File: config.mk
export PLATFORM = sky130hd
export DESIGN_NAME = l1_fill_top
export DESIGN_NICKNAME = d
export VERILOG_FILES = /design/src/hw/l1_fill_pkg.sv /design/src/hw/fillq.sv /design/src/hw/fillq_entry.sv /design/src/hw/l1_fill_top.sv /design/src/hw/mempipe_arb.sv /design/src/hw/mempipe_resolve.sv /design/src/hw/tag_lookup.sv
export SDC_FILE = /design/constraint.sdc
export NUM_CORES = 1
export LEC_CHECK = 0
export ABC_AREA = 1
export BUFFER_PORTS_ARGS = -buffer_cell sky130_fd_sc_hd__buf_2
export CAP_MARGIN = 20
export CORE_ASPECT_RATIO = 0.5
export CORE_MARGIN = 2
export CORE_UTILIZATION = 41
export DETAILED_ROUTE_END_ITERATION = 6
export GPL_TIMING_DRIVEN = 0
export PLACE_DENSITY = 0.6
export SLEW_MARGIN = 25
export SYNTH_ARGS = -nofsm -noshare
export SYNTH_HDL_FRONTEND = slang
export SYNTH_SLANG_ARGS = --single-unit
File: constraint.sdc
create_clock -name clk -period 15.2 [get_ports clk]
set_input_delay 2.28 -clock clk [delete_from_list [all_inputs] [get_ports clk]]
set_output_delay 2.28 -clock clk [all_outputs]
set_load 0.01 [all_outputs]
File: src/hw/l1_fill_pkg.sv
package l1_fill_pkg;

    localparam int PA_SZ    = 32;
    localparam int LINE_OFS = 6;
    localparam int LD_ID_SZ = 4;

    // Source of a pipe packet
    typedef enum logic {
        ARB_LOAD,
        ARB_FILL
    } t_arb_type;

    // Outcome decided in mm2
    typedef enum logic [1:0] {
        ACT_HIT,
        ACT_MISS_ALLOC,
        ACT_RETRY,
        ACT_FILL
    } t_mempipe_action;

    typedef enum logic [1:0] {
        ST_HIT,
        ST_FILL,
        ST_RETRY
    } t_ld_status;

    // Fill queue entry lifetime
    typedef enum logic [1:0] {
        FLQ_IDLE,
        FLQ_MEM_REQ,
        FLQ_MEM_WAIT,
        FLQ_PIPE_REQ
    } t_flq_state;

endpackage

File: src/hw/fillq.sv
`timescale 1ns/1ps

module fillq #(
    parameter int  FLQ_NUM_ENTRIES = 4,
    parameter int  L1_NUM_SETS     = 16,
    localparam int FLQ_ID_SZ       = $clog2(FLQ_NUM_ENTRIES)
) (
    input  logic                             clk,
    input  logic                             rst_n,
    input  logic                             flq_alloc_mm2,
    input  logic [l1_fill_pkg::PA_SZ-1:0]    alloc_addr_mm2,
    input  logic [l1_fill_pkg::LD_ID_SZ-1:0] alloc_ld_id_mm2,
    input  logic                             flq_done_mm2,
    input  logic [FLQ_ID_SZ-1:0]             done_flq_id_mm2,
    input  logic [l1_fill_pkg::PA_SZ-1:0]    pipe_addr_mm1,
    output logic                             flq_addr_mat_mm2,
    output logic                             flq_full_mm2,
    output logic                             mem_req_valid,
    output logic [l1_fill_pkg::PA_SZ-1:0]    mem_req_addr,
    output logic [FLQ_ID_SZ-1:0]             mem_req_flq_id,
    input  logic                             mem_rsp_valid,
    input  logic [FLQ_ID_SZ-1:0]             mem_rsp_flq_id,
    output logic                             flq_pipe_req,
    output logic [l1_fill_pkg::PA_SZ-1:0]    flq_pipe_addr,
    output logic [FLQ_ID_SZ-1:0]             flq_pipe_flq_id,
    output logic [l1_fill_pkg::LD_ID_SZ-1:0] flq_pipe_ld_id,
    input  logic                             flq_pipe_gnt
);

    import l1_fill_pkg::*;

    localparam int SET_HI = LINE_OFS + $clog2(L1_NUM_SETS) - 1;
    localparam int CNT_SZ = FLQ_ID_SZ + 1;

    logic [FLQ_NUM_ENTRIES-1:0] e_valid;
    logic [FLQ_NUM_ENTRIES-1:0] e_mem_req;
    logic [FLQ_NUM_ENTRIES-1:0] e_pipe_req;
    logic [FLQ_NUM_ENTRIES-1:0] e_alloc;
    logic [FLQ_NUM_ENTRIES-1:0] e_done;
    logic [FLQ_NUM_ENTRIES-1:0] e_pipe_gnt;
    logic [FLQ_NUM_ENTRIES-1:0] mem_sel;
    logic [FLQ_NUM_ENTRIES-1:0] pipe_sel;
    logic [PA_SZ-1:0]           e_addr [FLQ_NUM_ENTRIES];
    logic [LD_ID_SZ-1:0]        e_ld_id [FLQ_NUM_ENTRIES];
    logic                       addr_mat_mm1;
    logic [CNT_SZ-1:0]          n_busy_mm1;

    // Lowest set bit, one-hot
    function automatic logic [FLQ_NUM_ENTRIES-1:0] find_first(
        input logic [FLQ_NUM_ENTRIES-1:0] req
    );
        return req & (~req + FLQ_NUM_ENTRIES'(1));
    endfunction

    assign e_alloc    = flq_alloc_mm2 ? find_first(~e_valid) : '0;
    assign mem_sel    = find_first(e_mem_req);
    assign pipe_sel   = find_first(e_pipe_req);
    assign e_pipe_gnt = flq_pipe_gnt ? pipe_sel : '0;

    for (genvar e = 0; e < FLQ_NUM_ENTRIES; e++) begin : g_entry
        assign e_done[e] = flq_done_mm2 && done_flq_id_mm2 == FLQ_ID_SZ'(e);

        fillq_entry #(
            .FLQ_NUM_ENTRIES (FLQ_NUM_ENTRIES),
            .E_ID            (e)
        ) i_entry (
            .clk,
            .rst_n,
            .alloc          (e_alloc[e]),
            .alloc_addr     (alloc_addr_mm2),
            .alloc_ld_id    (alloc_ld_id_mm2),
            .mem_sel        (mem_sel[e]),
            .mem_rsp_valid,
            .mem_rsp_flq_id,
            .pipe_gnt       (e_pipe_gnt[e]),
            .done           (e_done[e]),
            .e_valid        (e_valid[e]),
            .e_addr         (e_addr[e]),
            .e_ld_id        (e_ld_id[e]),
            .e_mem_req      (e_mem_req[e]),
            .e_pipe_req     (e_pipe_req[e])
        );
    end

    // Memory accepts every request, so selection is the grant
    assign mem_req_valid = |e_mem_req;
    assign flq_pipe_req  = |e_pipe_req;

    always_comb begin
        mem_req_addr    = '0;
        mem_req_flq_id  = '0;
        flq_pipe_addr   = '0;
        flq_pipe_flq_id = '0;
        flq_pipe_ld_id  = '0;
        for (int e = 0; e < FLQ_NUM_ENTRIES; e++) begin
            if (mem_sel[e]) begin
                mem_req_addr   = e_addr[e];
                mem_req_flq_id = FLQ_ID_SZ'(e);
            end
            if (pipe_sel[e]) begin
                flq_pipe_addr   = e_addr[e];
                flq_pipe_flq_id = FLQ_ID_SZ'(e);
                flq_pipe_ld_id  = e_ld_id[e];
            end
        end
    end

    // Set CAM also covers the entry being allocated this cycle
    always_comb begin
        addr_mat_mm1 = flq_alloc_mm2 &&
            alloc_addr_mm2[SET_HI:LINE_OFS] == pipe_addr_mm1[SET_HI:LINE_OFS];
        n_busy_mm1   = CNT_SZ'(flq_alloc_mm2);
        for (int e = 0; e < FLQ_NUM_ENTRIES; e++) begin
            if (e_valid[e] && e_addr[e][SET_HI:LINE_OFS] == pipe_addr_mm1[SET_HI:LINE_OFS]) begin
                addr_mat_mm1 = 1'b1;
            end
            n_busy_mm1 = n_busy_mm1 + CNT_SZ'(e_valid[e]);
        end
    end

    always_ff @(posedge clk or negedge rst_n) begin
        if (!rst_n) begin
            flq_addr_mat_mm2 <= 1'b0;
            flq_full_mm2     <= 1'b0;
        end else begin
            flq_addr_mat_mm2 <= addr_mat_mm1;
            flq_full_mm2     <= n_busy_mm1 >= CNT_SZ'(FLQ_NUM_ENTRIES);
        end
    end

    for (genvar i = 0; i < FLQ_NUM_ENTRIES; i++) begin : g_uniq_i
        for (genvar j = i + 1; j < FLQ_NUM_ENTRIES; j++) begin : g_uniq_j
            a_uniq_line: assert property (@(posedge clk) disable iff (!rst_n)
                !(e_valid[i] && e_valid[j] &&
                  e_addr[i][PA_SZ-1:LINE_OFS] == e_addr[j][PA_SZ-1:LINE_OFS]));
        end
    end

    a_no_alloc_full: assert property (@(posedge clk) disable iff (!rst_n)
        flq_alloc_mm2 |-> !(&e_valid));

endmodule

File: src/hw/fillq_entry.sv
`timescale 1ns/1ps

module fillq_entry #(
    parameter int  FLQ_NUM_ENTRIES = 4,
    parameter int  E_ID            = 0,
    localparam int FLQ_ID_SZ       = $clog2(FLQ_NUM_ENTRIES)
) (
    input  logic                             clk,
    input  logic                             rst_n,
    input  logic                             alloc,
    input  logic [l1_fill_pkg::PA_SZ-1:0]    alloc_addr,
    input  logic [l1_fill_pkg::LD_ID_SZ-1:0] alloc_ld_id,
    input  logic                             mem_sel,
    input  logic                             mem_rsp_valid,
    input  logic [FLQ_ID_SZ-1:0]             mem_rsp_flq_id,
    input  logic                             pipe_gnt,
    input  logic                             done,
    output logic                             e_valid,
    output logic [l1_fill_pkg::PA_SZ-1:0]    e_addr,
    output logic [l1_fill_pkg::LD_ID_SZ-1:0] e_ld_id,
    output logic                             e_mem_req,
    output logic                             e_pipe_req
);

    import l1_fill_pkg::*;

    t_flq_state state;
    t_flq_state state_nxt;
    logic       replay_busy;
    logic       rsp_mat;

    assign rsp_mat = mem_rsp_valid && mem_rsp_flq_id == FLQ_ID_SZ'(E_ID);

    always_comb begin
        state_nxt = state;
        case (state)
            FLQ_IDLE:
                if (alloc) state_nxt = FLQ_MEM_REQ;
            FLQ_MEM_REQ:
                if (mem_sel) state_nxt = FLQ_MEM_WAIT;
            FLQ_MEM_WAIT:
                if (rsp_mat) state_nxt = FLQ_PIPE_REQ;
            FLQ_PIPE_REQ:
                if (done) state_nxt = FLQ_IDLE;
            default:
                state_nxt = FLQ_IDLE;
        endcase
    end

    // Granted replay waits here until mm2 retires it
    always_ff @(posedge clk or negedge rst_n) begin
        if (!rst_n) begin
            state       <= FLQ_IDLE;
            replay_busy <= 1'b0;
        end else begin
            state <= state_nxt;
            if (done) begin
                replay_busy <= 1'b0;
            end else if (pipe_gnt) begin
                replay_busy <= 1'b1;
            end
        end
    end

    always_ff @(posedge clk) begin
        if (alloc) begin
            e_addr  <= alloc_addr;
            e_ld_id <= alloc_ld_id;
        end
    end

    assign e_valid    = state != FLQ_IDLE;
    assign e_mem_req  = state == FLQ_MEM_REQ;
    assign e_pipe_req = state == FLQ_PIPE_REQ && !replay_busy;

endmodule

File: src/hw/l1_fill_top.sv
`timescale 1ns/1ps

module l1_fill_top #(
    parameter int  FLQ_NUM_ENTRIES = 4,
    parameter int  L1_NUM_SETS     = 16,
    localparam int FLQ_ID_SZ       = $clog2(FLQ_NUM_ENTRIES)
) (
    input  logic                             clk,
    input  logic                             rst_n,
    input  logic                             ld_valid,
    input  logic [l1_fill_pkg::LD_ID_SZ-1:0] ld_id,
    input  logic [l1_fill_pkg::PA_SZ-1:0]    ld_addr,
    output logic                             ld_gnt,
    output logic                             rsp_valid,
    output logic [l1_fill_pkg::LD_ID_SZ-1:0] rsp_id,
    output logic [l1_fill_pkg::PA_SZ-1:0]    rsp_addr,
    output l1_fill_pkg::t_ld_status          rsp_status,
    output logic                             mem_req_valid,
    output logic [l1_fill_pkg::PA_SZ-1:0]    mem_req_addr,
    output logic [FLQ_ID_SZ-1:0]             mem_req_flq_id,
    input  logic                             mem_rsp_valid,
    input  logic [FLQ_ID_SZ-1:0]             mem_rsp_flq_id
);

    import l1_fill_pkg::*;

    // Replay request into mm0
    logic                 flq_pipe_req;
    logic [PA_SZ-1:0]     flq_pipe_addr;
    logic [FLQ_ID_SZ-1:0] flq_pipe_flq_id;
    logic [LD_ID_SZ-1:0]  flq_pipe_ld_id;
    logic                 flq_pipe_gnt;

    logic                 valid_mm1;
    t_arb_type            type_mm1;
    logic [LD_ID_SZ-1:0]  id_mm1;
    logic [PA_SZ-1:0]     addr_mm1;
    logic [FLQ_ID_SZ-1:0] flq_id_mm1;

    logic                 valid_mm2;
    t_arb_type            type_mm2;
    logic [LD_ID_SZ-1:0]  id_mm2;
    logic [PA_SZ-1:0]     addr_mm2;
    logic [FLQ_ID_SZ-1:0] flq_id_mm2;
    logic                 tag_hit_mm2;
    logic                 flq_addr_mat_mm2;
    logic                 flq_full_mm2;

    // mm2 side effects
    logic                 flq_alloc_mm2;
    logic [PA_SZ-1:0]     alloc_addr_mm2;
    logic [LD_ID_SZ-1:0]  alloc_ld_id_mm2;
    logic                 flq_done_mm2;
    logic [FLQ_ID_SZ-1:0] done_flq_id_mm2;
    logic                 tag_wr_mm2;
    logic [PA_SZ-1:0]     tag_wr_addr_mm2;

    mempipe_arb #(
        .FLQ_NUM_ENTRIES (FLQ_NUM_ENTRIES)
    ) i_arb (.*);

    tag_lookup #(
        .FLQ_NUM_ENTRIES (FLQ_NUM_ENTRIES),
        .L1_NUM_SETS     (L1_NUM_SETS)
    ) i_tag (.*);

    mempipe_resolve #(
        .FLQ_NUM_ENTRIES (FLQ_NUM_ENTRIES)
    ) i_resolve (.*);

    fillq #(
        .FLQ_NUM_ENTRIES (FLQ_NUM_ENTRIES),
        .L1_NUM_SETS     (L1_NUM_SETS)
    ) i_fillq (
        .pipe_addr_mm1 (addr_mm1),
        .*
    );

endmodule

File: src/hw/mempipe_arb.sv
`timescale 1ns/1ps

module mempipe_arb #(
    parameter int  FLQ_NUM_ENTRIES = 4,
    localparam int FLQ_ID_SZ       = $clog2(FLQ_NUM_ENTRIES)
) (
    input  logic                             clk,
    input  logic                             rst_n,
    input  logic                             ld_valid,
    input  logic [l1_fill_pkg::LD_ID_SZ-1:0] ld_id,
    input  logic [l1_fill_pkg::PA_SZ-1:0]    ld_addr,
    output logic                             ld_gnt,
    input  logic                             flq_pipe_req,
    input  logic [l1_fill_pkg::PA_SZ-1:0]    flq_pipe_addr,
    input  logic [FLQ_ID_SZ-1:0]             flq_pipe_flq_id,
    input  logic [l1_fill_pkg::LD_ID_SZ-1:0] flq_pipe_ld_id,
    output logic                             flq_pipe_gnt,
    output logic                             valid_mm1,
    output l1_fill_pkg::t_arb_type           type_mm1,
    output logic [l1_fill_pkg::LD_ID_SZ-1:0] id_mm1,
    output logic [l1_fill_pkg::PA_SZ-1:0]    addr_mm1,
    output logic [FLQ_ID_SZ-1:0]             flq_id_mm1
);

    import l1_fill_pkg::*;

    // Replay has fixed priority over loads
    assign flq_pipe_gnt = flq_pipe_req;
    assign ld_gnt       = ld_valid & ~flq_pipe_req;

    always_ff @(posedge clk or negedge rst_n) begin
        if (!rst_n) begin
            valid_mm1 <= 1'b0;
        end else begin
            valid_mm1 <= flq_pipe_req | ld_valid;
        end
    end

    always_ff @(posedge clk) begin
        if (flq_pipe_req) begin
            type_mm1   <= ARB_FILL;
            id_mm1     <= flq_pipe_ld_id;
            addr_mm1   <= flq_pipe_addr;
            flq_id_mm1 <= flq_pipe_flq_id;
        end else begin
            type_mm1   <= ARB_LOAD;
            id_mm1     <= ld_id;
            addr_mm1   <= ld_addr;
            flq_id_mm1 <= '0;
        end
    end

endmodule

File: src/hw/mempipe_resolve.sv
`timescale 1ns/1ps

module mempipe_resolve #(
    parameter int  FLQ_NUM_ENTRIES = 4,
    localparam int FLQ_ID_SZ       = $clog2(FLQ_NUM_ENTRIES)
) (
    input  logic                             clk,
    input  logic                             rst_n,
    input  logic                             valid_mm2,
    input  l1_fill_pkg::t_arb_type           type_mm2,
    input  logic [l1_fill_pkg::LD_ID_SZ-1:0] id_mm2,
    input  logic [l1_fill_pkg::PA_SZ-1:0]    addr_mm2,
    input  logic [FLQ_ID_SZ-1:0]             flq_id_mm2,
    input  logic                             tag_hit_mm2,
    input  logic                             flq_addr_mat_mm2,
    input  logic                             flq_full_mm2,
    output logic                             rsp_valid,
    output logic [l1_fill_pkg::LD_ID_SZ-1:0] rsp_id,
    output logic [l1_fill_pkg::PA_SZ-1:0]    rsp_addr,
    output l1_fill_pkg::t_ld_status          rsp_status,
    output logic                             flq_alloc_mm2,
    output logic [l1_fill_pkg::PA_SZ-1:0]    alloc_addr_mm2,
    output logic [l1_fill_pkg::LD_ID_SZ-1:0] alloc_ld_id_mm2,
    output logic                             flq_done_mm2,
    output logic [FLQ_ID_SZ-1:0]             done_flq_id_mm2,
    output logic                             tag_wr_mm2,
    output logic [l1_fill_pkg::PA_SZ-1:0]    tag_wr_addr_mm2
);

    import l1_fill_pkg::*;

    t_mempipe_action action_mm2;

    always_comb begin
        action_mm2 = ACT_MISS_ALLOC;
        if (type_mm2 == ARB_FILL) begin
            action_mm2 = ACT_FILL;
        end else if (tag_hit_mm2) begin
            action_mm2 = ACT_HIT;
        end else if (flq_addr_mat_mm2 || flq_full_mm2) begin
            // Set already pending or no free entry
            action_mm2 = ACT_RETRY;
        end
    end

    always_comb begin
        case (action_mm2)
            ACT_HIT:  rsp_status = ST_HIT;
            ACT_FILL: rsp_status = ST_FILL;
            default:  rsp_status = ST_RETRY;
        endcase
    end

    // Fill replay brings back the original load id
    assign rsp_valid = valid_mm2 && action_mm2 != ACT_MISS_ALLOC;
    assign rsp_id    = id_mm2;
    assign rsp_addr  = addr_mm2;

    assign flq_alloc_mm2   = valid_mm2 && action_mm2 == ACT_MISS_ALLOC;
    assign alloc_addr_mm2  = {addr_mm2[PA_SZ-1:LINE_OFS], {LINE_OFS{1'b0}}};
    assign alloc_ld_id_mm2 = id_mm2;

    assign flq_done_mm2    = valid_mm2 && action_mm2 == ACT_FILL;
    assign done_flq_id_mm2 = flq_id_mm2;
    assign tag_wr_mm2      = flq_done_mm2;
    assign tag_wr_addr_mm2 = addr_mm2;

    a_alloc_done_excl: assert property (@(posedge clk) disable iff (!rst_n)
        !(flq_alloc_mm2 && flq_done_mm2));

endmodule

File: src/hw/tag_lookup.sv
`timescale 1ns/1ps

module tag_lookup #(
    parameter int  FLQ_NUM_ENTRIES = 4,
    parameter int  L1_NUM_SETS     = 16,
    localparam int FLQ_ID_SZ       = $clog2(FLQ_NUM_ENTRIES)
) (
    input  logic                             clk,
    input  logic                             rst_n,
    input  logic                             valid_mm1,
    input  l1_fill_pkg::t_arb_type           type_mm1,
    input  logic [l1_fill_pkg::LD_ID_SZ-1:0] id_mm1,
    input  logic [l1_fill_pkg::PA_SZ-1:0]    addr_mm1,
    input  logic [FLQ_ID_SZ-1:0]             flq_id_mm1,
    input  logic                             tag_wr_mm2,
    input  logic [l1_fill_pkg::PA_SZ-1:0]    tag_wr_addr_mm2,
    output logic                             valid_mm2,
    output l1_fill_pkg::t_arb_type           type_mm2,
    output logic [l1_fill_pkg::LD_ID_SZ-1:0] id_mm2,
    output logic [l1_fill_pkg::PA_SZ-1:0]    addr_mm2,
    output logic [FLQ_ID_SZ-1:0]             flq_id_mm2,
    output logic                             tag_hit_mm2
);

    import l1_fill_pkg::*;

    localparam int SET_SZ = $clog2(L1_NUM_SETS);
    localparam int TAG_LO = LINE_OFS + SET_SZ;

    logic [L1_NUM_SETS-1:0] tag_valid;
    logic [PA_SZ-1:TAG_LO]  tag_arr [L1_NUM_SETS];
    logic [SET_SZ-1:0]      set_mm1;
    logic [SET_SZ-1:0]      wr_set;
    logic                   hit_mm1;

    assign set_mm1 = addr_mm1[TAG_LO-1:LINE_OFS];
    assign wr_set  = tag_wr_addr_mm2[TAG_LO-1:LINE_OFS];
    assign hit_mm1 = tag_valid[set_mm1] && tag_arr[set_mm1] == addr_mm1[PA_SZ-1:TAG_LO];

    always_ff @(posedge clk or negedge rst_n) begin
        if (!rst_n) begin
            tag_valid <= '0;
            valid_mm2 <= 1'b0;
        end else begin
            valid_mm2 <= valid_mm1;
            if (tag_wr_mm2) tag_valid[wr_set] <= 1'b1;
        end
    end

    // Fill replaces whatever line held the set
    always_ff @(posedge clk) begin
        if (tag_wr_mm2) tag_arr[wr_set] <= tag_wr_addr_mm2[PA_SZ-1:TAG_LO];
        type_mm2    <= type_mm1;
        id_mm2      <= id_mm1;
        addr_mm2    <= addr_mm1;
        flq_id_mm2  <= flq_id_mm1;
        tag_hit_mm2 <= hit_mm1;
    end

    a_tag_wr_valid: assert property (@(posedge clk) disable iff (!rst_n)
        tag_wr_mm2 |-> valid_mm2 && type_mm2 == ARB_FILL);

endmodule

Word level (Yosys, flattened, before mapping)
Memory sizes are Yosys's and may differ from the RTL's. A register that Yosys moved wholly into a read port is not among the register bits.
Index checks and enable logic that the tools add are counted.
{"block": "word_totals", "word_cells": 209, "mem_bits_rw": 352, "output_inout_bits": 75, "regBits": 231, "in_bits": 42, "mem_count": 1}
{"memory": "i_tag.tag_arr", "words": 16, "word_bits": 22, "read_ports": 1, "rd_ports_with_merged_regs": 1, "wr": 1, "line": "tag_lookup.sv:31", "rtl": "logic [PA_SZ-1:TAG_LO] tag_arr [L1_NUM_SETS];"}
{"block": "op_classes", "mux": 65, "add_sub_neg": 7, "n_reduce_logical": 48, "magnitude_cmp": 4, "eq_ne": 43, "n_bitwise": 11}
{"op": "32-bit two-way mux", "count": 9}
{"op": "2-bit two-way mux", "count": 23}
{"op": "2-bit case mux with 4 select lines", "count": 4}
{"op": "4-bit two-way mux", "count": 7}
{"op": "2-bit == test (second input constant)", "count": 13}
{"op": "22-bit == test", "count": 1}
{"op": "1-bit logical AND", "count": 22}
{"op": "4-bit == test", "count": 5}
{"op": "1-bit two-way mux", "count": 19}
{"op": "2-bit by 1-bit inequality test with 1-bit output (second input constant)", "count": 9}
{"op": "2-bit inequality test (second input constant)", "count": 8}
{"op": "4-bit NOT", "count": 4}
{"op": "16-bit bitwise OR", "count": 1}
{"op": "4-bit AND reduction", "count": 4}
{"op": "2-bit nonzero test", "count": 8}
{"op": "2-bit by 1-bit == test with 1-bit output (second input constant)", "count": 7}
{"op": "2-bit logical NOT", "count": 7}
{"op": "4-bit by 1-bit adder with 4-bit output (second input constant)", "count": 3}
{"op": "4-bit AND", "count": 3}
{"op": "4-bit by 5-bit < comparator with 1-bit output (second input constant)", "count": 2}
{"op": "3-bit by 1-bit adder with 3-bit output", "count": 3}
{"op": "4-bit OR reduction", "count": 2}
{"op": "1-bit binary-select mux with 4-bit select", "count": 1}
{"op": "1-bit demux with 4-bit select", "count": 1}
{"op": "other kinds (9)", "count": 12}

Logic depth before layout (Yosys ltp)
{"block": "logic_depth", "depth_word": 11, "ltp_mapped": 17, "depth_no_buf": 14}

By module
A second synthesis with hierarchy kept.
{"block": "unflattened", "cells_unflattened": 2524, "hier_area_um2": 26230.2}
{"module": "tag_lookup", "cells_each": 1508, "instances": 1, "seq_area_each_um2": 11796.3, "area_each_um2": 16565.9}
{"module": "fillq_entry (i_fillq.g_entry[1].i_entry ...)", "cells_each": 67, "instances": 2, "seq_area_each_um2": 1156.1, "area_each_um2": 1307.5}
{"module": "fillq", "cells_each": 466, "instances": 1, "seq_area_each_um2": 50.0, "area_each_um2": 2297.2}
{"module": "fillq_entry (i_fillq.g_entry[0].i_entry)", "cells_each": 68, "instances": 1, "seq_area_each_um2": 1156.1, "area_each_um2": 1307.5}
{"module": "fillq_entry (i_fillq.g_entry[3].i_entry)", "cells_each": 67, "instances": 1, "seq_area_each_um2": 1156.1, "area_each_um2": 1305.0}
{"module": "mempipe_arb", "cells_each": 164, "instances": 1, "seq_area_each_um2": 805.8, "area_each_um2": 1292.5}
{"module": "mempipe_resolve", "cells_each": 117, "instances": 1, "seq_area_each_um2": 0.0, "area_each_um2": 847.1}

Worst setup path before layout
No wires, ideal clock.
{"block": "synth_timing", "path_kind": "register to register", "startpoint": "register i_fillq.g_entry[1].i_entry.state[0]", "endpoint": "register i_fillq.g_entry[3].i_entry.state[0]", "synth_period_minus_slack_ps": 4867, "stages_incl_launch_ff": 9, "path_slack_ps": 10333, "n_path_buf": 0, "required_time_ps": 15064, "setup_ps": 136, "t_arrival_ps": 4732, "cell_sequence": "dfrtp_1 inv_1 ha_1 inv_1 nand2_1 nor4_1 o21ai_0 nor3_1 a21oi_1"}
{"block": "synth_between", "elab_chain_len": 8, "elab_cells_between_ends": 13}
{"item": "from (decl)", "line": "fillq_entry.sv:27", "rtl": "t_flq_state state;"}
{"item": "from (signal assigned)", "line": "fillq_entry.sv:56", "rtl": "state <= state_nxt;"}
{"item": "2-bit nonzero test", "line": "fillq_entry.sv:72", "rtl": "assign e_valid = state != FLQ_IDLE;"}
{"item": "4-bit NOT", "line": "fillq.sv:55", "rtl": "assign e_alloc = flq_alloc_mm2 ? find_first(~e_valid) : '0;"}
{"item": "4-bit NOT", "line": "fillq.sv:52", "rtl": "return req & (~req + FLQ_NUM_ENTRIES'(1));"}
{"item": "4-bit by 1-bit adder with 4-bit output", "line": "fillq.sv:52"}
{"item": "4-bit AND", "line": "fillq.sv:52"}
{"item": "4-bit two-way mux", "line": "fillq.sv:55"}
{"item": "net i_fillq.g_entry[3].i_entry.alloc", "line": "fillq_entry.sv:10", "rtl": "input logic alloc,"}
{"item": "2-bit by 1-bit inequality test with 1-bit output (no source line)"}
{"item": "4-bit AND reduction (no source line)"}
{"item": "to (signal assigned)", "line": "fillq_entry.sv:56"}
{"item": "to (decl)", "line": "fillq_entry.sv:27"}
The timed path passes the listed nets, and every way through them passes these cells.
A chain may end at the register's enable or synchronous reset.

Worst setup path in the final report
{"block": "layout_timing", "startpoint": "register i_fillq.g_entry[0].i_entry.state[1]", "endpoint": "output mem_req_addr[12] in the netlist's numbering"}
{"block": "layout_between", "elab_chain_len": 8}
{"item": "from (decl)", "line": "fillq_entry.sv:27"}
{"item": "from (signal assigned)", "line": "fillq_entry.sv:56"}
{"item": "2-bit by 1-bit == test with 1-bit output *", "line": "fillq_entry.sv:73", "rtl": "assign e_mem_req = state == FLQ_MEM_REQ;"}
{"item": "4-bit NOT", "line": "fillq.sv:52"}
{"item": "4-bit by 1-bit adder with 4-bit output", "line": "fillq.sv:52"}
{"item": "4-bit AND *", "line": "fillq.sv:52"}
{"item": "32-bit two-way mux (3 in a row)", "line": "fillq.sv:96", "rtl": "if (mem_sel[e]) begin"}
{"item": "32-bit two-way mux *", "line": "fillq.sv:96"}
{"item": "to (decl)", "line": "l1_fill_top.sv:19", "rtl": "output logic [l1_fill_pkg::PA_SZ-1:0] mem_req_addr,"}
Mark *: on every way between the ends. The rest lies on a longest branch, timed or not.

==> impl_metrics.json <==
{
  "detail_route.iter0.violations": 2361,
  "fillers": 5148,
  "drive_gt1_share_pct": 13.3,
  "ant_nets": 0,
  "clk_pin_slew_ns": 0.06,
  "start_util_pct": 41.7,
  "synth-edff-count": 472,
  "crit_type": "reg2out",
  "synth_area_um2": 24100,
  "grt_max_degree": 33,
  "fmax_mhz": 176,
  "worstSkewPairLatency_ns": 0.60,
  "cts.sinks": 583,
  "rows": 62,
  "vias": 17455,
  "cts_tree": "built",
  "synth_ff_type": "edfxtp_1",
  "r2r_start": "i_arb.addr_mm1[7]",
  "reg2reg_depth": 12,
  "syn-instance-count": 2179,
  "ys_seq_area_share_pct": 68.8,
  "clock_skew_ns": 0.0234,
  "rsz0062_at_grt": "false",
  "final.setup.tns_ns": 0,
  "arrival_ns": 3.41,
  "finalCriticalPeriod_ns": 5.69,
  "final-max-slew-violation-count": 0,
  "clk_path_buf_depth": 3,
  "async_reset_ff_share_pct": 5.49,
  "final_nets": 2445,
  "ys_ff_latch": 583,
  "clockRootBuffer": "clkbuf_16",
  "antenna_found_initial": 3,
  "yosysUniqueCellTypes": 42,
  "die_h_um": 175,
  "numPortBuffers": 110,
  "dieArea_um2": 60800,
  "max-cap-violations": 0,
  "p_switching_mw": 2.50,
  "setup_slack_ns": 9.51,
  "drc": 0,
  "hold_viol_final": 0,
  "grt_overflow": 0,
  "combPwrFrac_pct": 36.5,
  "p_clk_share_pct": 21.6,
  "cts_setup_buffers": 0,
  "setup_viol": 0,
  "p_int_mw": 3.52,
  "worstHoldPathType": "reg2reg",
  "tightest_slew_ns": 1.06,
  "track_usage_pct": 25.5,
  "start_kind": "flop",
  "dp_hpwl_mm": 53.3,
  "fin_crit_sh_pct": 37.5,
  "pwr-share-seq_pct": 41.8,
  "power_leakage_nw": 11.2,
  "post_cts_resize_count": 0,
  "synthToLayoutAreaGrowth_pct": 16.2,
  "power_density_nw_per_um2": 215,
  "ir_drop_mv": 0.127,
  "routed_wl_mm": 78.3,
  "final_area_um2": 28000,
  "path_max_fanout": 10,
  "holdBufCountCts": 0,
  "fp.dieW_um": 347,
  "drt-vias-per-instance": 5.46,
  "holdCritStartpoint": "i_arb.flq_id_mm1[1]",
  "switching_share_pct": 41.5,
  "postSynthAreaPerCell_um2": 11.0,
  "drtPass1Iterations": 5,
  "grt_pass1_wl_mm": 112,
  "end_kind": "output pin",
  "design.portCount": 117,
  "htreeDepth": 2,
  "relSlewSlack_pct": 29.6,
  "routedWlPerCell_um": 24.5,
  "place.gp.congestion": 0.920,
  "yosysWarnings": 0,
  "dp_slack_ns": 10.13,
  "min_path_cells": 0,
  "grt_pass1_vias": 16305,
  "status": "completed",
  "place_area_um2": 26300,
  "cts_buffers": 53,
  "required_ns": 12.92,
  "crit_start": "i_fillq.g_entry[0].i_entry.state[1]",
  "fp.coreArea_um2": 57700
}
worst paths after layout:
kind,slack (ns),to
worst max-delay path,9.51,mem_req_addr[12]
worst min-delay path,0.33,i_tag.flq_id_mm2[1]
worst max register to register,12.06,i_tag.tag_hit_mm2
worst min register to register,0.33,i_tag.flq_id_mm2[1]
max in group asynchronous,12.88,i_fillq.g_entry[3].i_entry.state[0]
min in group asynchronous,1.77,i_tag.tag_valid[4]
per-layer routing:
layer  share of wire, %  vias to the layer above  track usage, %
li1                   -                     7852               -
met1                 41                     8489            36.6
met2                 45                      959            40.2
met3                 11                      153            4.51
met4                2.6                        2            6.74
met5              0.013                        -               0
kinds of logic after synthesis:
logic type,after synthesis,synth area share [%]
AOI/OAI and AO/OA,200,5.23
adders and majority gates,21,1.12
xor gates and xnor gates,7,0.255
DFF,583,68.8
and+or+nand+nor,1028,17.8
muxes,16,0.665
buffers and inverters,323,6.15
other,1,0.0156
synthesized netlist by cell type (13+ instances only):
cell	instances	area, um^2
nand2_1	573	2150
edfxtp_1	472	14200
nand3_1	268	1340
inv_1	204	766
nor2_1	150	563
dfxtp_1	79	1580
o21ai_0	69	345
clkbuf_1	36	135
o2111ai_1	34	298
buf_2	32	160
dfrtp_1	32	801
o211ai_1	26	195
a21oi_1	25	125
buf_4	22	165
ha_1	20	250
buf_6	19	214
o21ai_1	18	90.1
mux2i_1	16	160
nand4_1	13	81.3
cell usage in the layout, fill, tap and decap left out, types with 2 or more instances in the layout:
master     netlist  routed
a21oi_1         25      25
a221oi_1         4       4
a22oi_1         10      10
buf_1            6       6
buf_16           0      16
buf_2           32     145
buf_4           22      32
buf_6           19      22
clkbuf_1        36      52
clkbuf_16        0      55
clkbuf_8         0       7
clkinv_1         1      13
clkinv_2         0       5
conb_1           1       6
dfrtp_1         32      32
dfxtp_1         79      77
dfxtp_2          0       2
edfxtp_1       472     472
ha_1            20      19
inv_1          204     204
inv_2            2       2
mux2i_1         16      16
nand2_1        573     573
nand3_1        268     268
nand3b_1         2       2
nand4_1         13      13
nor2_1         150     134
nor2_4           0      16
nor3_1          10       8
nor3_2           1       3
o2111ai_1       34      34
o211ai_1        26      26
o21ai_0         69      69
o21ai_1         18      18
o22ai_1          8       8
or2_2            9       9
xnor2_1          6       6
power groups by stage:
stage | Clock, mW | Sequential, mW | Combinational [mW]
global route | 1.37 | 2.55 | 2.36
finish | 1.30 | 2.52 | 2.20
CTS | 1.31 | 2.50 | 2.17
global placement | 0 | 2.53 | 2.09
floorplan | 0 | 2.37 | 1.26
detailed placement | 0 | 2.54 | 2.16
worst max-delay path: stages, from the launching register on:
cell       delay [ns]
dfrtp_1          0.38
inv_1            0.08
ha_1             0.19
clkbuf_1         0.32
nor3_2           0.80
clkbuf_1         0.51
nand2_1          0.13
o2111ai_1        0.21
buf_2            0.21
final cells by class:
class / instances / area (um^2) / share of cell area [%]
Antenna cell: 1 / 2.50 / 0.00894
Buffer: 115 / 697 / 2.49
Clock buffer: 78 / 1530 / 5.48
Clock inverter: 20 / 116 / 0.416
Inverter: 208 / 783 / 2.80
Multi-Input combinational cell: 1278 / 6190 / 22.1
Sequential cell: 583 / 16600 / 59.2
Tap cell: 768 / 961 / 3.43
Timing Repair Buffer: 143 / 1130 / 4.06
per-stage QoR:
stage	hold WS (ns)	power (mW)	cells	util [%]
CTS	0.326	5.98	3193	48.5
global route	0.332	6.28	3193	48.5
global placement	0.311	4.62	3062	44.4
floorplan	0.310	3.63	2184	-
detailed placement	0.312	4.70	3095	45.6
finish	0.325	6.02	3194	48.5
flip-flops by register name (all words and copies together) (netlist names), 2 cells and up:
| signal | count |
|---|---|
| i_fillq.g_entry.i_entry.e_ld_id | 16 |
| i_fillq.g_entry.i_entry.state | 8 |
| i_arb.id_mm1 | 4 |
| i_tag.id_mm2 | 4 |
| i_tag.flq_id_mm2 | 2 |
| i_fillq.g_entry.i_entry.replay_busy | 4 |
| i_arb.flq_id_mm1 | 2 |
| i_fillq.g_entry.i_entry.e_addr | 104 |
| i_tag.tag_arr | 352 |
| i_arb.addr_mm1 | 32 |
| i_tag.addr_mm2 | 32 |
| i_tag.tag_valid | 16 |
(Power assumes the default switching activity.)
